===== src/source/fetchPkg.sv =====
package fetchPkg;

    // widths that carry a meaning
    typedef logic [31:0] addrT;
    typedef logic [31:0] wordT;
    typedef logic [4:0]  excCodeT;
    typedef logic [15:0] imm16T;
    typedef logic [25:0] jumpIndexT;

    // address map
    localparam addrT textStart  = 32'h0000_3000;
    localparam addrT textEnd    = 32'h0000_6FFC;
    localparam addrT ktextStart = 32'h0000_4180;
    // termination address, the PC parks here
    localparam addrT haltPc     = ktextStart - 32'd4;

    // exception codes
    localparam excCodeT excNone = 5'd0;
    localparam excCodeT excAdel = 5'd4;

    // control-flow class of the instruction in ID
    typedef enum logic [1:0] {
        flowSeq,
        flowBranch,
        flowJumpImm,
        flowJumpReg
    } flowKindT;

    // kernel control from CP0
    typedef enum logic [1:0] {
        kernelNone,
        kernelEnter,
        kernelEret
    } kernelCtrlT;

    // redirect request from decode and CP0
    typedef struct packed {
        flowKindT   kind;
        logic       branchTaken;
        imm16T      offset;
        jumpIndexT  jumpIndex;
        addrT       jumpTarget;
        kernelCtrlT kernel;
        addrT       epc;
    } redirectT;

    // IF/ID bundle
    typedef struct packed {
        logic    valid;
        wordT    code;
        addrT    pc;
        excCodeT exc;
        logic    branchDelay;
    } fetchBundleT;

    // fetch master states
    typedef enum logic [1:0] {
        stIdle,
        stBus,
        stHold
    } fetchStateT;

endpackage


===== src/source/wbFetchMaster.sv =====
`timescale 1ns/10ps

module wbFetchMaster (
    input  logic              clk,
    input  logic              reset,
    input  logic              stall,
    input  fetchPkg::addrT    pc,
    input  fetchPkg::excCodeT pcExc,
    input  fetchPkg::wordT    wbDatIn,
    input  logic              wbAck,
    output fetchPkg::addrT    wbAdr,
    output logic              wbCyc,
    output logic              wbStb,
    output logic              wbWe,
    output logic [3:0]        wbSel,
    output fetchPkg::wordT    fetchedCode,
    output logic              accept
);
    import fetchPkg::*;

    fetchStateT state;
    fetchStateT stateNext;
    logic       fetchReady;
    logic       addrError;

    assign addrError = (pcExc != excNone);

    always_comb begin
        stateNext = state;
        case (state)
            stIdle: begin
                // bad address never goes out on the bus
                stateNext = addrError ? stHold : stBus;
            end
            stBus: begin
                if (wbAck) begin
                    stateNext = stHold;
                end
            end
            stHold: begin
                if (!stall) begin
                    stateNext = stIdle;
                end
            end
            default: begin
                stateNext = stIdle;
            end
        endcase
    end

    always_ff @(posedge clk) begin
        if (reset) begin
            state <= stIdle;
        end else begin
            state <= stateNext;
        end
    end

    // fetched word, zero for an address error
    always_ff @(posedge clk) begin
        if (state == stIdle && addrError) begin
            fetchedCode <= '0;
        end else if (state == stBus && wbAck) begin
            fetchedCode <= wbDatIn;
        end
    end

    // single read in flight, PC is stable until accept
    assign wbCyc = (state == stBus);
    assign wbStb = (state == stBus);
    assign wbWe  = 1'b0;
    assign wbSel = 4'hF;
    assign wbAdr = pc;

    assign fetchReady = (state == stHold);
    assign accept     = fetchReady && !stall;

    // strobe only inside a cycle, and never for a faulting PC
    stbInCycle: assert property (
        @(posedge clk) disable iff (reset)
        wbStb |-> wbCyc && !addrError
    ) else begin
        $error("wbFetchMaster: strobe outside a cycle or on a bad address");
    end

    // open cycle keeps its request until acked
    cycleHeld: assert property (
        @(posedge clk) disable iff (reset)
        wbCyc && !wbAck |=> wbCyc && wbStb && $stable(wbAdr)
    ) else begin
        $error("wbFetchMaster: request dropped or address moved before ack");
    end

endmodule


===== config.mk =====
export PLATFORM = sky130hd
export DESIGN_NAME = wbFetchMaster
export DESIGN_NICKNAME = d
export VERILOG_FILES = /design/src/source/fetchPkg.sv /design/src/source/wbFetchMaster.sv
export SDC_FILE = /design/constraint.sdc
export NUM_CORES = 1
export LEC_CHECK = 0
export BUFFER_PORTS_ARGS = -buffer_cell sky130_fd_sc_hd__buf_2
export CORE_MARGIN = 2
export CORE_UTILIZATION = 30
export CTS_BUF_LIST = sky130_fd_sc_hd__clkbuf_4
export DETAILED_ROUTE_END_ITERATION = 12
export HOLD_SLACK_MARGIN = 0.1
export PLACE_DENSITY = 0.75
export SYNTH_ARGS = -nofsm -noshare
export SYNTH_HDL_FRONTEND = slang
export SYNTH_SLANG_ARGS = --single-unit
export TNS_END_PERCENT = 30

===== constraint.sdc =====
create_clock -name clk -period 3.09 [get_ports clk]
set_input_delay 0.927 -clock clk [delete_from_list [all_inputs] [get_ports clk]]
set_output_delay 0.927 -clock clk [all_outputs]
set_load 0.05 [all_outputs]

==> run metrics <==
result of the run finished clean; root buffer selected by CTS clkbuf_4; clock transition time at the flip-flop clock pins of the worst setup and hold paths 100 ps; Layout Nets 308; critical path type in2out; number of cells traversed by the worst register-to-register path 3; total number of vias 1,334; placeable core region 5440 sq um; area of the die 6190 sq um; post-layout power 0.000760 W; total of hold buffers inserted after clock tree synthesis 0; number of search-and-repair iterations in the first detailed-routing pass 2; Period Utilization, post-route 0.789; area occupied by multi-input gates 639 sq um; global-route congestion overflow total 0; library cell appearing most often on the critical path buf_2; capturing element type of the critical path primary output; Netlist Area Pre-Place 1670 sq um; power density normalized to cell area 406 nW/um^2; number of CTS-inserted buffers 5; worst slew slack as a fraction of its limit 0.322; count of clock tree sinks 34; Final Routed Wirelength 3.47 mm; clk_skew 9.71 ps; global routing usage summed across all routing layers 0.113; maximum operating frequency 0.410 GHz; path class of the lowest-slack min-delay path reg2reg; fill cell count 589; number of resized instances in the post-cts repair step 0; worst path cell trace buf_2 > inv_1 > and3_1 > buf_2; Die Wd 78.7 um; ant diodes 0; Pins Over Slew Limit 0; # DRC 0; buffer levels on the longest clock path 2; Synth cell types 19; clock insertion delay at the later pin of the skew report 330 ps; post-route core utilization 0.344; CTS HTree Levels 2; worst reg2reg path startpoint state[1]$_SDFFE_PP0P_; Hold Path Sink fetchedCode[19]$_SDFFE_PP0P_; vertical die dimension 78.7 um; initial antenna violation count 0; TritonCTS clock tree done; per-cell routed wire length 11.3 um; YS warnings 0; unrepaired setup endpoints after global routing false; required time at the worst-slack endpoint 2160 ps; Fin Setup TNS 0 ps; worst path arrival time 1510 ps; register bit count reported by yosys 34; antenna violation net count after detailed routing 0; sequential element share of the synthesized area 0.407; detailed placement HPWL 2.53 mm; hold_sp fetchedCode[19]$_SDFFE_PP0P_; number of cells on the worst hold path 2; iteration-0 DRC count of the detailed router 39; Max stage delay on crit path 260 ps; fraction of final layout cells with drive strength greater than 1 0.500; via count of the first global-routing pass 1,259; largest fanout of any net on the critical path 2; LEAKAGE 0.796 nW; element type at the critical path start primary input; max-cap violations 0; post-CTS setup-driven buffer insertion count 0; maximum resistive drop on vdd 114 uV; site row count 27; Port Buffers 75; final number of setup-violating endpoints 0; post-synthesis area per instance 8.59 sq um; Syn Inst Count 195; I/O pin cnt 145; pin count of the biggest net entering global routing 34; Starting Density 0.308; Area Overhead vs Synth 11.9%; first-pass GRT wire length 5.54 mm; minimum period implied by the final worst setup slack 2440 ps; capturing point of the worst reg2reg path fetchedCode[20]$_SDFFE_PP0P_; detailed-route vias per instance 4.33; slew of the pin with the lowest slew margin 1010 ps; hold violation total from the final report 0; routability congestion estimate from global placement 0.643; slowest cell on the critical path buf_2; combined flip-flop and latch cell area 681 sq um; reg-to-reg slack, setup 1200 ps
==> routing by layer <==
metal,part of all wire,global-route usage
met1,0.43,0.125
met3,0.089,0.0477
met4,0.029,0.0614
met5,0,0
met2,0.45,0.185
==> registers in the layout, indices dropped and copies added (netlist names) <==
register     count
fetchedCode     32
state            2
==> how the worst max path moves through the flow <==
stage | startpoint | end | slack [ps] | cells after the start
3_3_place_gp | pcExc[4] | fetchedCode[20]$_SDFFE_PP0P_ | 500 | 5
6_report | stall | accept | 650 | 4
3_5_place_dp | pcExc[4] | fetchedCode[20]$_SDFFE_PP0P_ | 460 | 5
2_1_floorplan | state[0]$_SDFFE_PP0P_ | wbStb | 680 | 3
4_1_cts | stall | accept | 650 | 4
5_1_grt | stall | accept | 600 | 4
==> cells in the final DEF (no fill, tap or decap), drive strengths merged <==
cell type | synthesis | final
a31oi | 1 | 1
nor4 | 1 | 1
dfxtp | 34 | 34
nor3 | 1 | 1
clkinv | 0 | 2
and3 | 1 | 1
nand2 | 64 | 64
and3b | 1 | 1
nor2 | 2 | 2
clkbuf | 0 | 6
buf | 48 | 78
conb | 2 | 5
a211oi | 1 | 1
nor2b | 1 | 1
a21oi | 33 | 33
nand3b | 1 | 1
inv | 3 | 3
a221o | 1 | 1
==> metrics by stage <==
step | cells | worst slack (ps) | hold WS, ps | cell area [sq um]
3_3_place_gp | 300 | 497 | 444 | 1820
6_report | 308 | 653 | 462 | 1870
3_5_place_dp | 300 | 456 | 450 | 1820
2_1_floorplan | 198 | 681 | 519 | 1690
4_1_cts | 308 | 645 | 465 | 1870
5_1_grt | 308 | 603 | 479 | 1870
==> kinds of logic (layout without fill, tap and decap cells) <==
kind of cell | count (synthesis) | after routing | share of synthesized area
AND/OR/NAND/NOR | 72 | 72 | 0.183
AO/OA/AOI/OAI | 36 | 36 | 0.183
other | 2 | 5 | 0.00449
buffers and inverters | 51 | 89 | 0.223
flip-flops | 34 | 34 | 0.407
==> synthesized netlist by cell type <==
master	instances	area, sq um
dfxtp_1	34	681
nand2_1	64	240
buf_4	41	308
conb_1	2	7.51
buf_2	4	20.0
a221o_1	1	10.0
and3b_1	1	8.76
buf_6	3	33.8
nor3_1	1	5.00
a21oi_2	30	263
a21oi_1	3	15.0
and3_1	1	6.26
nand3b_2	1	11.3
nor2b_1	1	6.26
a31oi_1	1	6.26
inv_1	3	11.3
nor4_4	1	21.3
nor2_1	2	7.51
a211oi_2	1	12.5
==> final cells by class <==
class	count	share of cell area
tap	72	0.0481
timing repair buffer	78	0.212
clock inverter	2	0.00468
multi-input combinational	113	0.341
inverter	3	0.00601
clock buffer	6	0.0240
sequential	34	0.363
==> report_power, final <==
group          leakage (nW)  switching, W  internal, W
clock network        0.0331      0.000146    0.0000943
registers             0.274    0.00000278     0.000440
logic                 0.489     0.0000504    0.0000268
==> worst max-delay path, delay by kind of cell <==
kind	cells	cell delay, ps
and+or+nand+nor	1	160
buffers and inverters	3	420
(Power assumes the default switching activity.)
