### config.mk
export PLATFORM = sky130hd
export DESIGN_NAME = pcRegister
export DESIGN_NICKNAME = d
export VERILOG_FILES = /design/src/source/fetchPkg.sv /design/src/source/pcRegister.sv
export SDC_FILE = /design/constraint.sdc
export NUM_CORES = 1
export LEC_CHECK = 0
export BUFFER_PORTS_ARGS = -buffer_cell sky130_fd_sc_hd__buf_2
export CORE_AREA = 3 3 51 77
export DETAILED_ROUTE_END_ITERATION = 10
export DIE_AREA = 0 0 54 80
export PLACE_DENSITY = 0.71
export REMOVE_ABC_BUFFERS = 1
export SETUP_SLACK_MARGIN = 0.5
export SLEW_MARGIN = 30
export SYNTH_ARGS = -nofsm -noshare
export SYNTH_HDL_FRONTEND = slang
export SYNTH_SLANG_ARGS = --single-unit
### constraint.sdc
create_clock -name clk -period 1 [get_ports clk]
set_input_delay 0.2 -clock clk [delete_from_list [all_inputs] [get_ports clk]]
set_output_delay 0.2 -clock clk [all_outputs]
set_load 0.005 [all_outputs]
### src/source/fetchPkg.sv
package fetchPkg;

    // widths that carry a meaning
    typedef logic [31:0] addrT;
    typedef logic [31:0] wordT;
    typedef logic [4:0]  excCodeT;
    typedef logic [15:0] imm16T;
    typedef logic [25:0] jumpIndexT;

    // address map
    localparam addrT textStart  = 32'h0000_3000;
    localparam addrT textEnd    = 32'h0000_6FFC;
    localparam addrT ktextStart = 32'h0000_4180;
    // termination address, the PC parks here
    localparam addrT haltPc     = ktextStart - 32'd4;

    // exception codes
    localparam excCodeT excNone = 5'd0;
    localparam excCodeT excAdel = 5'd4;

    // control-flow class of the instruction in ID
    typedef enum logic [1:0] {
        flowSeq,
        flowBranch,
        flowJumpImm,
        flowJumpReg
    } flowKindT;

    // kernel control from CP0
    typedef enum logic [1:0] {
        kernelNone,
        kernelEnter,
        kernelEret
    } kernelCtrlT;

    // redirect request from decode and CP0
    typedef struct packed {
        flowKindT   kind;
        logic       branchTaken;
        imm16T      offset;
        jumpIndexT  jumpIndex;
        addrT       jumpTarget;
        kernelCtrlT kernel;
        addrT       epc;
    } redirectT;

    // IF/ID bundle
    typedef struct packed {
        logic    valid;
        wordT    code;
        addrT    pc;
        excCodeT exc;
        logic    branchDelay;
    } fetchBundleT;

    // fetch master states
    typedef enum logic [1:0] {
        stIdle,
        stBus,
        stHold
    } fetchStateT;

endpackage

### src/source/pcRegister.sv
`timescale 1ns/10ps

module pcRegister (
    input  logic              clk,
    input  logic              reset,
    input  logic              advance,
    input  fetchPkg::addrT    nextPc,
    output fetchPkg::addrT    pc,
    output fetchPkg::excCodeT pcExc
);
    import fetchPkg::*;

    logic outOfRange;
    logic misaligned;

    always_ff @(posedge clk) begin
        if (reset) begin
            pc <= textStart;
        end else if (advance) begin
            pc <= nextPc;
        end
    end

    // legal fetch window
    assign outOfRange = (pc < textStart) || (pc > textEnd);
    assign misaligned = (pc[1:0] != 2'b00);

    assign pcExc = (outOfRange || misaligned) ? excAdel : excNone;

    // PC only moves on an accepted fetch
    pcHeld: assert property (
        @(posedge clk) disable iff (reset)
        !advance |=> $stable(pc)
    ) else begin
        $error("pcRegister: pc changed without advance");
    end

endmodule

==> impl_metrics.yaml <==
die:
  row_count: 26
  ports: 72
  effective_utilization_at_floorplan_pct: 37.5
  floorplan.core_area_um2: 3350
  area_of_the_die_um2: 4320
  fp.dieW_um: 54
  die_y_um: 80
global_routing:
  antenna_violations_before_repair: 0
  globalRouteMet1Util_pct: 15.7
  global_route.peak_usage_layer: "met2"
  grt-ovfl-total: 0
  groute.layer.met3.usage_pct: 5.98
  grt_pass1_vias: 1197
  groute.layer.met2.usage_pct: 32.2
  grt_start_max_net_pins: 24
  grt_pass1_wl_um: 5220
  grt_use_total_pct: 16.9
cells_and_area:
  area_delta_synth_final_pct: 75.5
  largest_register: "pc"
  antenna-diode-count: 0
  number_of_filler_cells_placed_in_the_layout: 246
  drive_above_1_share_pct: 64.9
  number_of_flip_flops_under_the_largest_register_name: 32
  postLayoutCoreUtil_pct: 65.8
  layoutNonFillerInstCount: 253
  reg.largest.list: "pc: 32 flops"
  finish.net_count: 245
cts:
  cts_tree: "yes"
  clock_path_buffers: 2
  cts_buffers: 5
  cts_hold_buf: 0
  ctsHtreeMaxLevel: 2
  clk-insertion-delay-late_ns: 0.28
  clk_transition_reported_paths_ns: 0.07
  cts-root-buf: "sky130_fd_sc_hd__clkbuf_8"
  numClockSinks: 32
worst_setup_path:
  ff2ff_setup_slack_ns: 0.11
  arrival_ns: 1.32
  worst_flop_to_flop_path_endpoint: "pc[13]"
  endpoint_kind: "primary output"
  reg2regPathDepth: 3
  start_kind: "register"
  path_max_fanout: 2
  critical_path_required_ns: 0.80
  worstSetupPathType: "register to primary output"
  crit_path_start: "pc[29]"
  worstReg2RegStart: "pc[13]"
synthesis:
  ys_types: 17
  synth_area_leader_cell: "sky130_fd_sc_hd__dfxtp_1"
  syn-instance-count: 117
  yosys_register_bits: 32
  synth_area_per_cell_um2: 10.7
  post_synth_main_area_contributors: "sky130_fd_sc_hd__dfxtp_1 51%, sky130_fd_sc_hd__mux2i_1 24%, sky130_fd_sc_hd__nor2_1 9.0%, sky130_fd_sc_hd__buf_12 4.8%, sky130_fd_sc_hd__buf_4 2.4%"
  synth-seq-area-share_pct: 51.0
  synth.cell_area_um2: 1260
  ys_warn_count: 0
  synth.top_cell.area_share_pct: 51.0
timing:
  post-route-worst-setup-slack_ns: -0.523
  finalSetupViolations: 20
  rsz_0062_raised_after_global_routing: "yes"
  finalCritPeriodShare_pct: 152
  final_hold_violation_count: 0
  finalCriticalPeriod_ns: 1.52
  final.setup_skew_ns: 0
  final_max_slew_viol_count: 0
  highest_clock_frequency_the_design_can_meet_mhz: 656
drt:
  final_antenna_net_count: 0
  drt_pre_antenna_iters: 4
  finalWirelength_um: 3820
  avgViaCountPerCell: 4.67
  wl_cell_um: 15.1
  starting_drc_count_in_detailed_routing: 30
  detailroute.via_count: 1181
  route.detailed.drc: 0
power:
  clockPowerShare_pct: 33.0
  seqPwrFrac_pct: 46.7
  p_leak_nw: 1.11
  report.power.total_mw: 3.06
  power.density_cell_area_nw_per_um2: 1390
  comb_power_share_pct: 20.3
  switchingPower_mw: 0.736
  cellInternalPower_mw: 2.32
  irDropWorstVdd_mv: 0.801
  switching_share_pct: 24.1
outcome:
  outcome: "complete, but fails checks"
  violations: "setup timing"
place:
  place_inst: 240
  hpwlAfterDp_um: 2260
  routabilityCongestion: 0.690
  placement.io_buffers: 67
worst_hold_path:
  terminating_pin_of_the_worst_hold_path: "pc[12]"
  min-delay-path-class: "input pin to register"
  timing.hold.worst.start: "nextPc[12]"
  hold_depth: 2
flow_run:
  drv_cap: 0
-- repair_timing --
action | 4_1_cts | 5_1_grt
setup endpoints to repair | 65 | 65
setup buffers | 1 | 3
resized for setup | 72 | 16
gates cloned | 1 | 0
hold endpoints to repair | 0 | 0
pin swaps | 2 | 7
-- power by group through the flow --
stage	registers [mW]	logic, mW	clock network [mW]
6_report	1.43	0.621	1.01
5_1_grt	1.43	0.670	1.11
4_1_cts	1.42	0.565	1.02
3_5_place_dp	1.42	0.458	0
3_3_place_gp	1.42	0.452	0
2_1_floorplan	1.43	0.138	0
-- synth_stat cells --
| cell type | number |
|---|---|
| sky130_fd_sc_hd__dfxtp_1 | 32 |
| sky130_fd_sc_hd__mux2i_1 | 30 |
| sky130_fd_sc_hd__nor2_1 | 30 |
| sky130_fd_sc_hd__buf_4 | 4 |
| sky130_fd_sc_hd__nor4_1 | 4 |
| sky130_fd_sc_hd__buf_12 | 3 |
| sky130_fd_sc_hd__a211o_1 | 2 |
| sky130_fd_sc_hd__clkbuf_1 | 2 |
| sky130_fd_sc_hd__nor2b_1 | 2 |
| sky130_fd_sc_hd__and3_1 | 1 |
| sky130_fd_sc_hd__buf_2 | 1 |
| sky130_fd_sc_hd__buf_6 | 1 |
| sky130_fd_sc_hd__conb_1 | 1 |
| sky130_fd_sc_hd__nand2_1 | 1 |
| sky130_fd_sc_hd__nand4_1 | 1 |
| sky130_fd_sc_hd__nor3_1 | 1 |
| sky130_fd_sc_hd__xnor2_1 | 1 |
-- metal layers --
| layer | share of wire [%] | vias up |
|---|---|---|
| li1 | - | 574 |
| met1 | 35 | 548 |
| met2 | 57 | 51 |
| met3 | 7.1 | 8 |
| met4 | 1.3 | 0 |
| met5 | 0 | - |
-- placed cells by master (no fill, tap or decap), drive strengths merged --
master and instances:
mux2i 30, nor4 4, dfxtp 32, and3 1, nand2 1, buf 94, nor2b 2, xnor2 1
conb 4, nor2 30, nand4 1, clkbuf 8, nor3 1, a211o 2
-- how the worst max path moves through the flow --
stage	end	slack, ns
after floorplan	pcExc[2]	-0.01
after global placement	pcExc[2]	-0.25
after detailed placement	pcExc[2]	-0.24
after CTS	pcExc[2]	-0.50
after global routing	pcExc[2]	-0.60
final	pcExc[2]	-0.52
-- logic make-up (layout without fill, tap and decap cells) --
group	after synthesis	in the layout	synth area share, %
AND/OR/NAND/NOR	40	40	13.6
flip-flops	32	32	51.0
multiplexers	30	30	23.9
buffers and inverters	11	102	9.06
AO/OA/AOI/OAI	2	2	1.39
other	1	4	0.299
XOR/XNOR	1	1	0.697
-- layout make-up --
| type | count | area, µm² | area share (%) |
|---|---|---|---|
| timing repair buffer | 94 | 841 | 38.1 |
| multi-input combinational | 77 | 541 | 24.5 |
| sequential | 32 | 681 | 30.9 |
| clock buffer | 8 | 90.1 | 4.09 |
| tap | 42 | 52.6 | 2.38 |
-- critical path: stages (launching register included) --
cell and delay [ns]:
sky130_fd_sc_hd__dfxtp_2 0.34, sky130_fd_sc_hd__nor4_2 0.28, sky130_fd_sc_hd__and3_1 0.19, sky130_fd_sc_hd__nand4_1 0.08
sky130_fd_sc_hd__buf_2 0.15
-- stage by stage --
stage	worst slack (ns)	cell area (µm²)	hold slack, ns	TNS (ns)
after global routing	-0.599	2200	0.141	-1.75
after detailed placement	-0.243	1740	0.417	-0.243
after floorplan	-0.0108	1150	0.272	-0.0108
after CTS	-0.504	2100	0.126	-0.970
after global placement	-0.246	1740	0.412	-0.246
final	-0.523	2200	0.131	-1.22
No activity file was read; power rests on OpenSTA's default activity.
