File: config.mk
export PLATFORM = sky130hd
export DESIGN_NAME = fetchDecodeReg
export DESIGN_NICKNAME = d
export VERILOG_FILES = /design/src/source/fetchPkg.sv /design/src/source/fetchDecodeReg.sv
export SDC_FILE = /design/constraint.sdc
export NUM_CORES = 1
export LEC_CHECK = 0
export BUFFER_PORTS_ARGS = -buffer_cell sky130_fd_sc_hd__buf_2
export CAP_MARGIN = 5
export CELL_PAD_IN_SITES_DETAIL_PLACEMENT = 0
export CELL_PAD_IN_SITES_GLOBAL_PLACEMENT = 1
export CORE_ASPECT_RATIO = 1.25
export CORE_MARGIN = 5
export CORE_UTILIZATION = 24
export DETAILED_ROUTE_END_ITERATION = 8
export GPL_TIMING_DRIVEN = 0
export MAX_ROUTING_LAYER = met4
export PLACE_DENSITY = 0.75
export SLEW_MARGIN = 20
export SYNTH_ARGS = -nofsm -noshare
export SYNTH_HDL_FRONTEND = slang
export SYNTH_SLANG_ARGS = --single-unit
File: constraint.sdc
create_clock -name clk -period 1.01 [get_ports clk]
set_input_delay 0.202 -clock clk [delete_from_list [all_inputs] [get_ports clk]]
set_output_delay 0.202 -clock clk [all_outputs]
set_load 0.05 [all_outputs]
File: src/source/fetchPkg.sv
package fetchPkg;

    // widths that carry a meaning
    typedef logic [31:0] addrT;
    typedef logic [31:0] wordT;
    typedef logic [4:0]  excCodeT;
    typedef logic [15:0] imm16T;
    typedef logic [25:0] jumpIndexT;

    // address map
    localparam addrT textStart  = 32'h0000_3000;
    localparam addrT textEnd    = 32'h0000_6FFC;
    localparam addrT ktextStart = 32'h0000_4180;
    // termination address, the PC parks here
    localparam addrT haltPc     = ktextStart - 32'd4;

    // exception codes
    localparam excCodeT excNone = 5'd0;
    localparam excCodeT excAdel = 5'd4;

    // control-flow class of the instruction in ID
    typedef enum logic [1:0] {
        flowSeq,
        flowBranch,
        flowJumpImm,
        flowJumpReg
    } flowKindT;

    // kernel control from CP0
    typedef enum logic [1:0] {
        kernelNone,
        kernelEnter,
        kernelEret
    } kernelCtrlT;

    // redirect request from decode and CP0
    typedef struct packed {
        flowKindT   kind;
        logic       branchTaken;
        imm16T      offset;
        jumpIndexT  jumpIndex;
        addrT       jumpTarget;
        kernelCtrlT kernel;
        addrT       epc;
    } redirectT;

    // IF/ID bundle
    typedef struct packed {
        logic    valid;
        wordT    code;
        addrT    pc;
        excCodeT exc;
        logic    branchDelay;
    } fetchBundleT;

    // fetch master states
    typedef enum logic [1:0] {
        stIdle,
        stBus,
        stHold
    } fetchStateT;

endpackage

File: src/source/fetchDecodeReg.sv
`timescale 1ns/10ps

module fetchDecodeReg (
    input  logic                 clk,
    input  logic                 reset,
    input  logic                 flush,
    input  logic                 load,
    input  fetchPkg::wordT       code,
    input  fetchPkg::addrT       pc,
    input  fetchPkg::excCodeT    exc,
    input  fetchPkg::redirectT   redirect,
    output fetchPkg::fetchBundleT toDecode
);
    import fetchPkg::*;

    fetchBundleT bundleIn;

    // redirect describes the instruction now in ID, so a
    // non-sequential kind marks the word being loaded as a delay slot
    always_comb begin
        bundleIn.valid       = 1'b1;
        bundleIn.code        = code;
        bundleIn.pc          = pc;
        bundleIn.exc         = exc;
        bundleIn.branchDelay = (redirect.kind != flowSeq);
    end

    always_ff @(posedge clk) begin
        if (reset || flush) begin
            // bubble
            toDecode <= '0;
        end else if (load) begin
            toDecode <= bundleIn;
        end
    end

    // fetch master zeroes the word on an address error
    excCarriesNoCode: assert property (
        @(posedge clk) disable iff (reset)
        toDecode.valid && (toDecode.exc != excNone) |-> (toDecode.code == '0)
    ) else begin
        $error("fetchDecodeReg: exception bundle with nonzero code %h", toDecode.code);
    end

endmodule

==> results.py, run 1 <==
metrics = {
    "timing": {
        "max_freq_mhz": 970,
        "finalSetupViolations": 52,
        "worst_slack_ns": -0.0206,
        "slew_viol_final": 0,
        "worstMarginPinSlew_ns": 0.211,
        "period_share_pct": 102,
        "fin_skew_ns": 0,
        "rsz0062_at_grt": "true",
        "finalHoldViolCount": 0,
        "fin_crit_ns": 1.03,
        "relSlewSlack_pct": 85.5,
    },
    "global_route": {
        "use_met3_pct": 4.48,
        "antenna_found_initial": 0,
        "grt_pass1_wl_um": 11600,
        "met1_usage_pct": 13.7,
        "grt-ovfl-total": 0,
        "met2_usage_pct": 18.1,
        "top_usage_layer": "met2",
        "grt_max_degree": 13,
        "grt_util_all_layers_pct": 11.8,
        "grt_pass1_vias": 2378,
    },
    "final_layout": {
        "seq_area_um2": 1510,
        "top_regs": "toDecode x71",
        "final_common_cell": "buf_2",
        "regMostFlops": "toDecode",
        "fin_nets": 574,
        "area_delta_synth_final_pct": 77.1,
        "insertedDiodeCount": 0,
        "fin_area_um2": 4590,
        "multi_input_area_um2": 988,
        "largest_reg_flops": 71,
        "finalCoreUtilization_pct": 43.3,
        "layout_common_cells": "73 x buf_2, 72 x buf_8, 71 x nor2_1, 71 x dfxtp_2, 69 x mux2i_1",
        "drive_above_1_share_pct": 64.3,
        "num-fill-cells": 1005,
    },
    "synth": {
        "syn-instance-count": 231,
        "synth_warnings": 0,
        "avgSynthCellArea_um2": 11.2,
        "ys_seq_area_share_pct": 54.8,
        "synth_cell_types": 8,
        "syn_area_um2": 2590,
        "synth_nets": 415,
        "ys_seq_elements": 71,
    },
    "drt": {
        "vias": 2186,
        "drc": 0,
        "vias_per_cell": 4.15,
        "routed_wl_um": 7450,
        "wl_per_cell_um": 14.1,
        "first_iter_violations": 14,
        "antenna_left": 0,
        "drt-pass1-iter-count": 4,
    },
    "clock_network": {
        "clk_path_buf_depth": 2,
        "cts_made_buffers": 9,
        "cts_tree": "built",
        "h-tree-depth": 3,
        "cts_sinks": 71,
        "cts.clk_slew.worst_paths_ns": 0.06,
        "clk_latency_ns": 0.32,
        "clk_root_buffer_cell": "clkbuf_16",
    },
    "setup_path": {
        "crit_family": "flip-flops",
        "reg2regPathDepth": 4,
        "r2r_end": "toDecode[64]$_SDFFE_PP0P_",
        "worstPathCellList": "buf_8",
        "critical_path_peak_fanout": 2,
        "start_kind": "register",
        "slowest_delay_ns": 0.35,
        "worstPathArrival_ns": 0.83,
        "cp.required_ns": 0.81,
        "worst_setup_path_end_kind": "primary output",
        "crit_slowest_cell": "dfxtp_2",
        "r2r_slack_ns": 0.17,
        "crit-reg2reg-launch": "toDecode[64]$_SDFFE_PP0P_",
        "crit_type": "register to primary output",
        "critPathBufInv": 1,
    },
    "min_path": {
        "whs_endpoint": "toDecode[62]$_SDFFE_PP0P_",
        "hold_depth": 3,
        "worstHoldStart": "code[24]",
        "hp-class": "input port to register",
    },
    "power_and_ir_drop": {
        "total_power_mw": 7.11,
        "vdd_drop_max_mv": 0.988,
        "p_leak_nw": 2.17,
        "power.density_nw_per_um2": 1550,
    },
    "status": {
        "violations": "setup timing",
        "outcome": "complete, but fails checks",
    },
    "run": {
        "maxCapViolCount": 0,
    },
    "floorplanning": {
        "dieArea_um2": 13000,
        "start_util_pct": 24.4,
        "core_um2": 10600,
        "die_x_um": 103,
        "fp-row-count": 42,
        "die_h_um": 126,
        "boundaryPins": 255,
    },
    "placed_design": {
        "io_buffers": 144,
        "place_area_um2": 3480,
        "gp_congestion": 0.688,
        "dp_hpwl_um": 5450,
    },
}
cell usage after synthesis, drive strengths merged:
master | n | area (um^2)
a211oi | 1 | 12.5
buf | 16 | 184
dfxtp | 71 | 1420
mux2i | 69 | 691
nor2 | 73 | 279
or2 | 1 | 6.26
kinds of logic (layout without fill, tap and decap cells):
group                  after synthesis  count (layout)  synth area share [%]
multiplexers                        69              69                  26.6
AND/OR/NAND/NOR                     74              74                  11.0
flip-flops                          71              71                  54.8
AO/OA/AOI/OAI                        1               1                 0.482
buffers and inverters               16             180                  7.09
through the flow:
| step | instances | hold WS (ns) | setup WS (ns) | setup TNS [ns] |
|---|---|---|---|---|
| after floorplan | 231 | 0.349 | 0.0291 | 0 |
| after global placement | 507 | 0.435 | 0.00925 | 0 |
| after detailed placement | 507 | 0.446 | -0.0393 | -0.0902 |
| after CTS | 526 | 0.101 | -0.0311 | -1.24 |
| after global routing | 527 | 0.110 | -0.0533 | -2.45 |
| final | 527 | 0.110 | -0.0206 | -0.429 |
worst max path at each step:
stage	startpoint	endpoint	slack (ns)	cells past startpoint
2_1_floorplan	toDecode[0]$_SDFFE_PP0P_	toDecode[0]$_SDFFE_PP0P_	0.03	2
3_3_place_gp	flush	toDecode[6]$_SDFFE_PP0P_	0.009	5
3_5_place_dp	flush	toDecode[31]$_SDFFE_PP0P_	-0.04	5
4_1_cts	toDecode[41]$_SDFFE_PP0P_	toDecode[41]	-0.03	1
5_1_grt	toDecode[69]$_SDFFE_PP0P_	toDecode[69]	-0.05	1
6_report	toDecode[69]$_SDFFE_PP0P_	toDecode[69]	-0.02	1
report_power, final:
part / switching, mW / internal, mW
sequential: 0.0845 / 2.92
combinational: 0.619 / 0.549
clock: 1.15 / 1.78
total: 1.86 / 5.25
cell type report:
type	instances	area share [%]
flip-flops and latches	71	32.9
repair buffers	148	31.8
multi-input cells	144	21.5
clock buffers	11	5.50
plain buffers	16	4.00
well taps	132	3.59
clock inverters	5	0.708
layer usage:
layer	up-vias	share of wire, %
met1	984	42
met2	109	47
li1	1083	-
met5	-	0
met3	10	9.8
met4	0	1.8
timing repair:
item                       4_1_cts  5_1_grt
gates resized for setup        273       11
hold buffers                     0        0
setup endpoints to repair       71       71
setup buffers                    3        1
pin swaps                        0        0
cloned                           0        0
Note: power is estimated with default switching activity, not from simulation.
==> run 2, diff against run 1 <==
--- a/config.mk
+++ b/config.mk
@@ -11,11 +11,12 @@
 export CELL_PAD_IN_SITES_GLOBAL_PLACEMENT = 1
 export CORE_ASPECT_RATIO = 1.25
 export CORE_MARGIN = 5
-export CORE_UTILIZATION = 24
+export CORE_UTILIZATION = 26
+export CTS_CLUSTER_DIAMETER = 100
 export DETAILED_ROUTE_END_ITERATION = 8
 export GPL_TIMING_DRIVEN = 0
 export MAX_ROUTING_LAYER = met4
-export PLACE_DENSITY = 0.75
+export PLACE_DENSITY = 0.8
 export SLEW_MARGIN = 20
 export SYNTH_ARGS = -nofsm -noshare
 export SYNTH_HDL_FRONTEND = slang
==> constraint.sdc (replaced) <==
create_clock -name clk -period 1.2 [get_ports clk]
set_input_delay 0.24 -clock clk [delete_from_list [all_inputs] [get_ports clk]]
set_output_delay 0.24 -clock clk [all_outputs]
set_load 0.05 [all_outputs]
==> run 2 against run 1 <==
Compared with the run above:
- utilization down 3.9 points
- routed wire length decreased by 7.4%
- design area down 17%
- power shrank 20%
- worst setup slack better by 0.061 ns
- the run now ends clean
==> results.py, run 2 (synthesis results as in run 1) <==
metrics = {
    "drt": {
        "antenna_left": 0,
        "vias": 2138,
        "drc": 0,
        "wl_per_cell_um": 13.4,
        "first_iter_violations": 23,
        "drt-pass1-iter-count": 3,
        "vias_per_cell": 4.14,
        "routed_wl_um": 6900,
    },
    "floorplanning": {
        "core_um2": 9710,
        "die_h_um": 122,
        "dieArea_um2": 12100,
        "die_x_um": 99.3,
        "start_util_pct": 26.7,
        "fp-row-count": 40,
        "boundaryPins": 255,
    },
    "timing": {
        "setup-tns-final_ns": 0,
        "fin_skew_ns": 0,
        "period_share_pct": 96.6,
        "hold_ws_ns": 0.155,
        "rsz0062_at_grt": "false",
        "fin_crit_ns": 1.16,
        "worstMarginPinSlew_ns": 0.278,
        "worst_slack_ns": 0.0402,
        "slew_viol_final": 0,
        "finalHoldViolCount": 0,
        "relSlewSlack_pct": 81.6,
        "finalSetupViolations": 0,
        "max_freq_mhz": 862,
    },
    "final_layout": {
        "final_common_cell": "buf_2",
        "multi_input_area_um2": 988,
        "regMostFlops": "toDecode",
        "finalCoreUtilization_pct": 39.4,
        "top_regs": "toDecode x71",
        "area_delta_synth_final_pct": 47.4,
        "insertedDiodeCount": 0,
        "drive_above_1_share_pct": 45.4,
        "fin_nets": 570,
        "layout_common_cells": "110 x buf_2, 71 x nor2_1, 71 x dfxtp_1",
        "largest_reg_flops": 71,
        "finalNonFillerCells": 516,
        "num-fill-cells": 1012,
        "seq_area_um2": 1420,
    },
    "global_route": {
        "antenna_found_initial": 0,
        "top_usage_layer": "met2",
        "grt_pass1_wl_um": 10900,
        "met2_usage_pct": 17.5,
        "use_met3_pct": 4.18,
        "grt-ovfl-total": 0,
        "grt_util_all_layers_pct": 11.8,
        "grt_max_degree": 12,
        "met1_usage_pct": 14.8,
        "grt_pass1_vias": 2238,
    },
    "clock_network": {
        "cts_tree": "built",
        "cts_sinks": 71,
        "clk_latency_ns": 0.32,
        "post_cts_buffers": 0,
        "clk_root_buffer_cell": "clkbuf_16",
        "h-tree-depth": 3,
        "clk_path_buf_depth": 2,
        "cts_made_buffers": 9,
        "cts.clk_slew.worst_paths_ns": 0.05,
    },
    "power_and_ir_drop": {
        "vdd_drop_max_mv": 0.617,
        "power.density_nw_per_um2": 1480,
        "p_leak_nw": 1.96,
    },
    "setup_path": {
        "start_kind": "register",
        "slowest_delay_ns": 0.32,
        "crit_slowest_cell": "dfxtp_1",
        "r2r_slack_ns": 0.55,
        "crit_type": "register to primary output",
        "critPathBufInv": 1,
        "cp.required_ns": 0.96,
        "worstPathArrival_ns": 0.92,
        "worst_setup_path_end_kind": "primary output",
        "crit_family": "flip-flops",
        "worstPathCellList": "buf_2",
        "crit-reg2reg-launch": "toDecode[0]$_SDFFE_PP0P_",
        "reg2regPathDepth": 2,
        "critical_path_peak_fanout": 2,
        "r2r_end": "toDecode[0]$_SDFFE_PP0P_",
    },
    "placed_design": {
        "dp_hpwl_um": 5430,
        "place_ws_ns": 0.119,
        "io_buffers": 144,
        "place_inst": 501,
        "gp_congestion": 0.798,
    },
    "status": {
        "outcome": "finished, final reports clean",
    },
    "min_path": {
        "hold_depth": 3,
        "whs_endpoint": "toDecode[48]$_SDFFE_PP0P_",
        "worstHoldStart": "code[10]",
        "hp-class": "input port to register",
    },
    "run": {
        "maxCapViolCount": 0,
    },
}
[run 2: where the power goes]
| group | internal [mW] | switching, mW | leakage (nW) |
|---|---|---|---|
| registers | 2.44 | 0.0400 | 0.579 |
| clock network | 1.43 | 0.910 | 0.131 |
| logic | 0.323 | 0.511 | 1.25 |
| total | 4.19 | 1.46 | 1.96 |
[run 2: final cells by class]
type / count / area share (%)
clock buffer: 11 / 6.35
multi-input combinational: 144 / 25.9
buffer: 16 / 4.81
tap: 126 / 4.12
timing repair buffer: 144 / 21.1
sequential: 71 / 37.2
clock inverter: 4 / 0.589
[run 2: how the worst max path moves through the flow]
stage,start,end,slack (ns),depth (start not counted)
floorplan,toDecode[0]$_SDFFE_PP0P_,toDecode[0]$_SDFFE_PP0P_,0.22,2
global placement,flush,toDecode[69]$_SDFFE_PP0P_,0.15,5
detailed placement,flush,toDecode[64]$_SDFFE_PP0P_,0.12,5
CTS,toDecode[8]$_SDFFE_PP0P_,toDecode[8],0.0002,1
global route,toDecode[5]$_SDFFE_PP0P_,toDecode[5],0.0005,1
finish,toDecode[5]$_SDFFE_PP0P_,toDecode[5],0.04,1
[run 2: repair_timing]
item | in CTS | in global routing
gates resized for setup | 3 | 31
hold buffers | 0 | 0
endpoints found under the setup margin | 3 | 31
[run 2: routing by layer]
layer,vias up,share of wire (%)
met5,-,0
met3,6,8.8
met4,0,1.1
met2,95,46
li1,1075,-
met1,962,45
[run 2: stage by stage]
step | total power [mW] | instance area, um^2
6_report | 5.65 | 3820
2_1_floorplan | 3.10 | 2590
5_1_grt | 5.92 | 3820
3_5_place_dp | 3.36 | 3470
3_3_place_gp | 3.34 | 3470
4_1_cts | 5.75 | 3740
[run 2: worst register-to-register path, delay by kind of cell, from the launching register on]
family | cells | cell delay (ns)
AND/OR/NAND/NOR | 1 | 0.06
flip-flops | 1 | 0.33
AO/OA/AOI/OAI | 1 | 0.19
==> run 3, diff against run 2 <==
--- a/config.mk
+++ b/config.mk
@@ -5,18 +5,19 @@
 export SDC_FILE = /design/constraint.sdc
 export NUM_CORES = 1
 export LEC_CHECK = 0
+export ABC_AREA = 1
 export BUFFER_PORTS_ARGS = -buffer_cell sky130_fd_sc_hd__buf_2
 export CAP_MARGIN = 5
 export CELL_PAD_IN_SITES_DETAIL_PLACEMENT = 0
 export CELL_PAD_IN_SITES_GLOBAL_PLACEMENT = 1
 export CORE_ASPECT_RATIO = 1.25
 export CORE_MARGIN = 5
-export CORE_UTILIZATION = 26
+export CORE_UTILIZATION = 24
 export CTS_CLUSTER_DIAMETER = 100
 export DETAILED_ROUTE_END_ITERATION = 8
 export GPL_TIMING_DRIVEN = 0
 export MAX_ROUTING_LAYER = met4
-export PLACE_DENSITY = 0.8
+export PLACE_DENSITY = 0.81
 export SLEW_MARGIN = 20
 export SYNTH_ARGS = -nofsm -noshare
 export SYNTH_HDL_FRONTEND = slang
==> constraint.sdc (replaced) <==
create_clock -name clk -period 1.5 [get_ports clk]
set_input_delay 0.3 -clock clk [delete_from_list [all_inputs] [get_ports clk]]
set_output_delay 0.3 -clock clk [all_outputs]
set_load 0.05 [all_outputs]
==> run 3 against run 2 <==
Compared with the run above:
- critical path depth did not move
- synthesized area shrank 5.0%
- sequential power down 20%
- non-clock buffer count grew 6
- utilization is 3.1 points lower
- via count is 17% higher
- register-to-register slack better by 0.32 ns
- die area grew 2.7%
- combinational power is 30% lower
- global-route usage up 1.0 points
- largest cell class unchanged
- highest routed layer unchanged
==> results.py, run 3 <==
metrics = {
    "drt": {
        "drt-pass1-iter-count": 4,
        "vias": 2506,
        "routed_wl_um": 7790,
        "wl_per_cell_um": 12.9,
        "first_iter_violations": 50,
        "antenna_left": 0,
        "drc": 0,
        "vias_per_cell": 4.16,
    },
    "setup_path": {
        "crit_family": "flip-flops",
        "worstPathCellList": "buf_2",
        "worstPathArrival_ns": 0.97,
        "critical_path_peak_fanout": 2,
        "slowest_delay_ns": 0.35,
        "reg2regPathDepth": 4,
        "crit_slowest_cell": "dfxtp_1",
        "start_kind": "register",
        "crit_type": "register to primary output",
        "critPathBufInv": 1,
        "crit_cells": 1,
        "worst_setup_path_end_kind": "primary output",
        "cp.required_ns": 1.20,
    },
    "floorplanning": {
        "fp-row-count": 41,
        "start_util_pct": 24.5,
        "die_h_um": 123,
        "core_um2": 10100,
        "boundaryPins": 255,
        "dieArea_um2": 12400,
        "die_x_um": 101,
    },
    "timing": {
        "slew_viol_final": 0,
        "worst_slack_ns": 0.234,
        "fin_skew_ns": 0,
        "finalSetupViolations": 0,
        "rsz0062_at_grt": "false",
        "fin_crit_ns": 1.27,
        "hold_ws_ns": 0.199,
        "finalHoldViolCount": 0,
        "period_share_pct": 84.4,
        "relSlewSlack_pct": 69.4,
        "max_freq_mhz": 790,
        "worstMarginPinSlew_ns": 0.459,
        "setup-tns-final_ns": 0,
    },
    "final_layout": {
        "largest_reg_flops": 71,
        "layout_common_cells": "157 x buf_2, 141 x nand2_1, 71 x dfxtp_1",
        "num-fill-cells": 1100,
        "regMostFlops": "toDecode",
        "drive_above_1_share_pct": 38.8,
        "finalNonFillerCells": 602,
        "top_regs": "toDecode x71",
        "area_delta_synth_final_pct": 48.0,
        "fin_nets": 651,
        "fin_area_um2": 3650,
        "finalCoreUtilization_pct": 36.3,
        "final_common_cell": "buf_2",
    },
    "synth": {
        "synth_top_cell_area_share_pct": 57.7,
        "synth_top_area_cell": "dfxtp_1",
        "synth.most_common_cell": "nand2_1",
        "synth_warnings": 0,
        "ys_seq_area_share_pct": 57.7,
        "synth-edff-count": 0,
        "synth_top_cells_by_count": "141 x nand2_1, 71 x dfxtp_1, 69 x a21oi_1, 13 x buf_2, 7 x buf_4",
        "syn-instance-count": 312,
        "synthArstFlopShare_pct": 0,
        "ys_dominant_reg_cell": "dfxtp_1",
        "syn_area_um2": 2460,
        "synth_cell_types": 11,
        "ys_seq_elements": 71,
        "avgSynthCellArea_um2": 7.90,
        "synth_nets": 496,
        "synth_area_leaders": "dfxtp_1 58%, nand2_1 21%, a21oi_1 14%, buf_2 2.6%, buf_4 2.1%",
    },
    "clock_network": {
        "cts.clk_slew.worst_paths_ns": 0.06,
        "post_cts_buffers": 0,
        "cts_made_buffers": 9,
        "ctsHoldBuffers": 0,
        "cts_sinks": 71,
        "clk_path_buf_depth": 2,
        "clk_root_buffer_cell": "clkbuf_16",
        "cts_tree": "built",
        "h-tree-depth": 3,
        "post_cts_resized": 0,
        "clk_latency_ns": 0.33,
    },
    "power_and_ir_drop": {
        "clockPowerShare_pct": 45.0,
        "vdd_drop_max_mv": 0.526,
        "p_int_mw": 3.45,
        "sw_frac_of_total_pct": 26.1,
        "p_comb_share_pct": 12.6,
        "power_frac_seq_pct": 42.4,
        "total_power_mw": 4.66,
        "p_sw_mw": 1.22,
        "power.density_nw_per_um2": 1280,
        "p_leak_nw": 1.77,
    },
    "placed_design": {
        "place_inst": 585,
        "gp_congestion": 0.736,
        "dp_hpwl_um": 5980,
        "place_ws_ns": 0.250,
        "place_area_um2": 3350,
        "io_buffers": 144,
    },
    "global_route": {
        "grt_pass1_wl_um": 12000,
        "grt-ovfl-total": 0,
        "grt_pass1_vias": 2532,
        "grt_util_all_layers_pct": 12.9,
        "grt_max_degree": 13,
        "antenna_found_initial": 1,
    },
    "min_path": {
        "hp-class": "input port to register",
        "hold_depth": 3,
    },
    "status": {
        "outcome": "finished, final reports clean",
    },
    "run": {
        "maxCapViolCount": 0,
    },
}
## run 3: changes by cell type in the layout (fill, tap and decap cells not counted), sizes merged
cell | previous run | this run
clkbuf | 42 | 11
mux2i | 69 | 0
buf | 129 | 165
diode | 0 | 1
bufinv | 0 | 1
inv | 0 | 4
a21oi | 0 | 69
nor2 | 73 | 5
nand2 | 0 | 141
a211oi | 1 | 0
clkinvlp | 1 | 2
or2 | 1 | 0
## run 3: final timing paths
kind	slack, ns	to	start
max	0.23	toDecode[1]	toDecode[1]$_SDFFE_PP0P_
min	0.20	toDecode[0]$_SDFFE_PP0P_	redirect[109]
max reg2reg	0.87	toDecode[0]$_SDFFE_PP0P_	toDecode[0]$_SDFFE_PP0P_
min reg2reg	0.45	toDecode[26]$_SDFFE_PP0P_	toDecode[26]$_SDFFE_PP0P_
## run 3: power groups by stage
stage / clock network, mW / logic [mW] / registers [mW]
2_1_floorplan: 0 / 0.172 / 2.23
3_3_place_gp: 0 / 0.592 / 2.02
3_5_place_dp: 0 / 0.597 / 2.02
4_1_cts: 2.17 / 0.598 / 1.98
5_1_grt: 2.26 / 0.642 / 1.98
6_report: 2.10 / 0.586 / 1.98
## run 3: final cells by class
type | instances | area (um^2) | share of cell area (%)
flip-flops and latches | 71 | 1420 | 39.0
multi-input cells | 215 | 893 | 24.5
repair buffers | 144 | 721 | 19.8
clock buffers | 10 | 239 | 6.55
well taps | 129 | 161 | 4.42
plain buffers | 22 | 133 | 3.64
clock inverters | 6 | 60.1 | 1.65
inverters | 4 | 17.5 | 0.480
diodes | 1 | 2.50 | 0.0686
## run 3: cell families after synthesis
family / count (synthesis) / share of synthesized area [%]
AO/OA/AOI/OAI: 69 / 14.0
buffers and inverters: 26 / 6.09
flip-flops: 71 / 57.7
AND/OR/NAND/NOR: 146 / 22.2
## run 3: metal layers
| layer | wire [um] | GRT usage [%] |
|---|---|---|
| met1 | 3560 | 16.4 |
| met2 | 3310 | 18.3 |
| met3 | 814 | 5.08 |
| met4 | 105 | 4.72 |
| met5 | 0 | - |
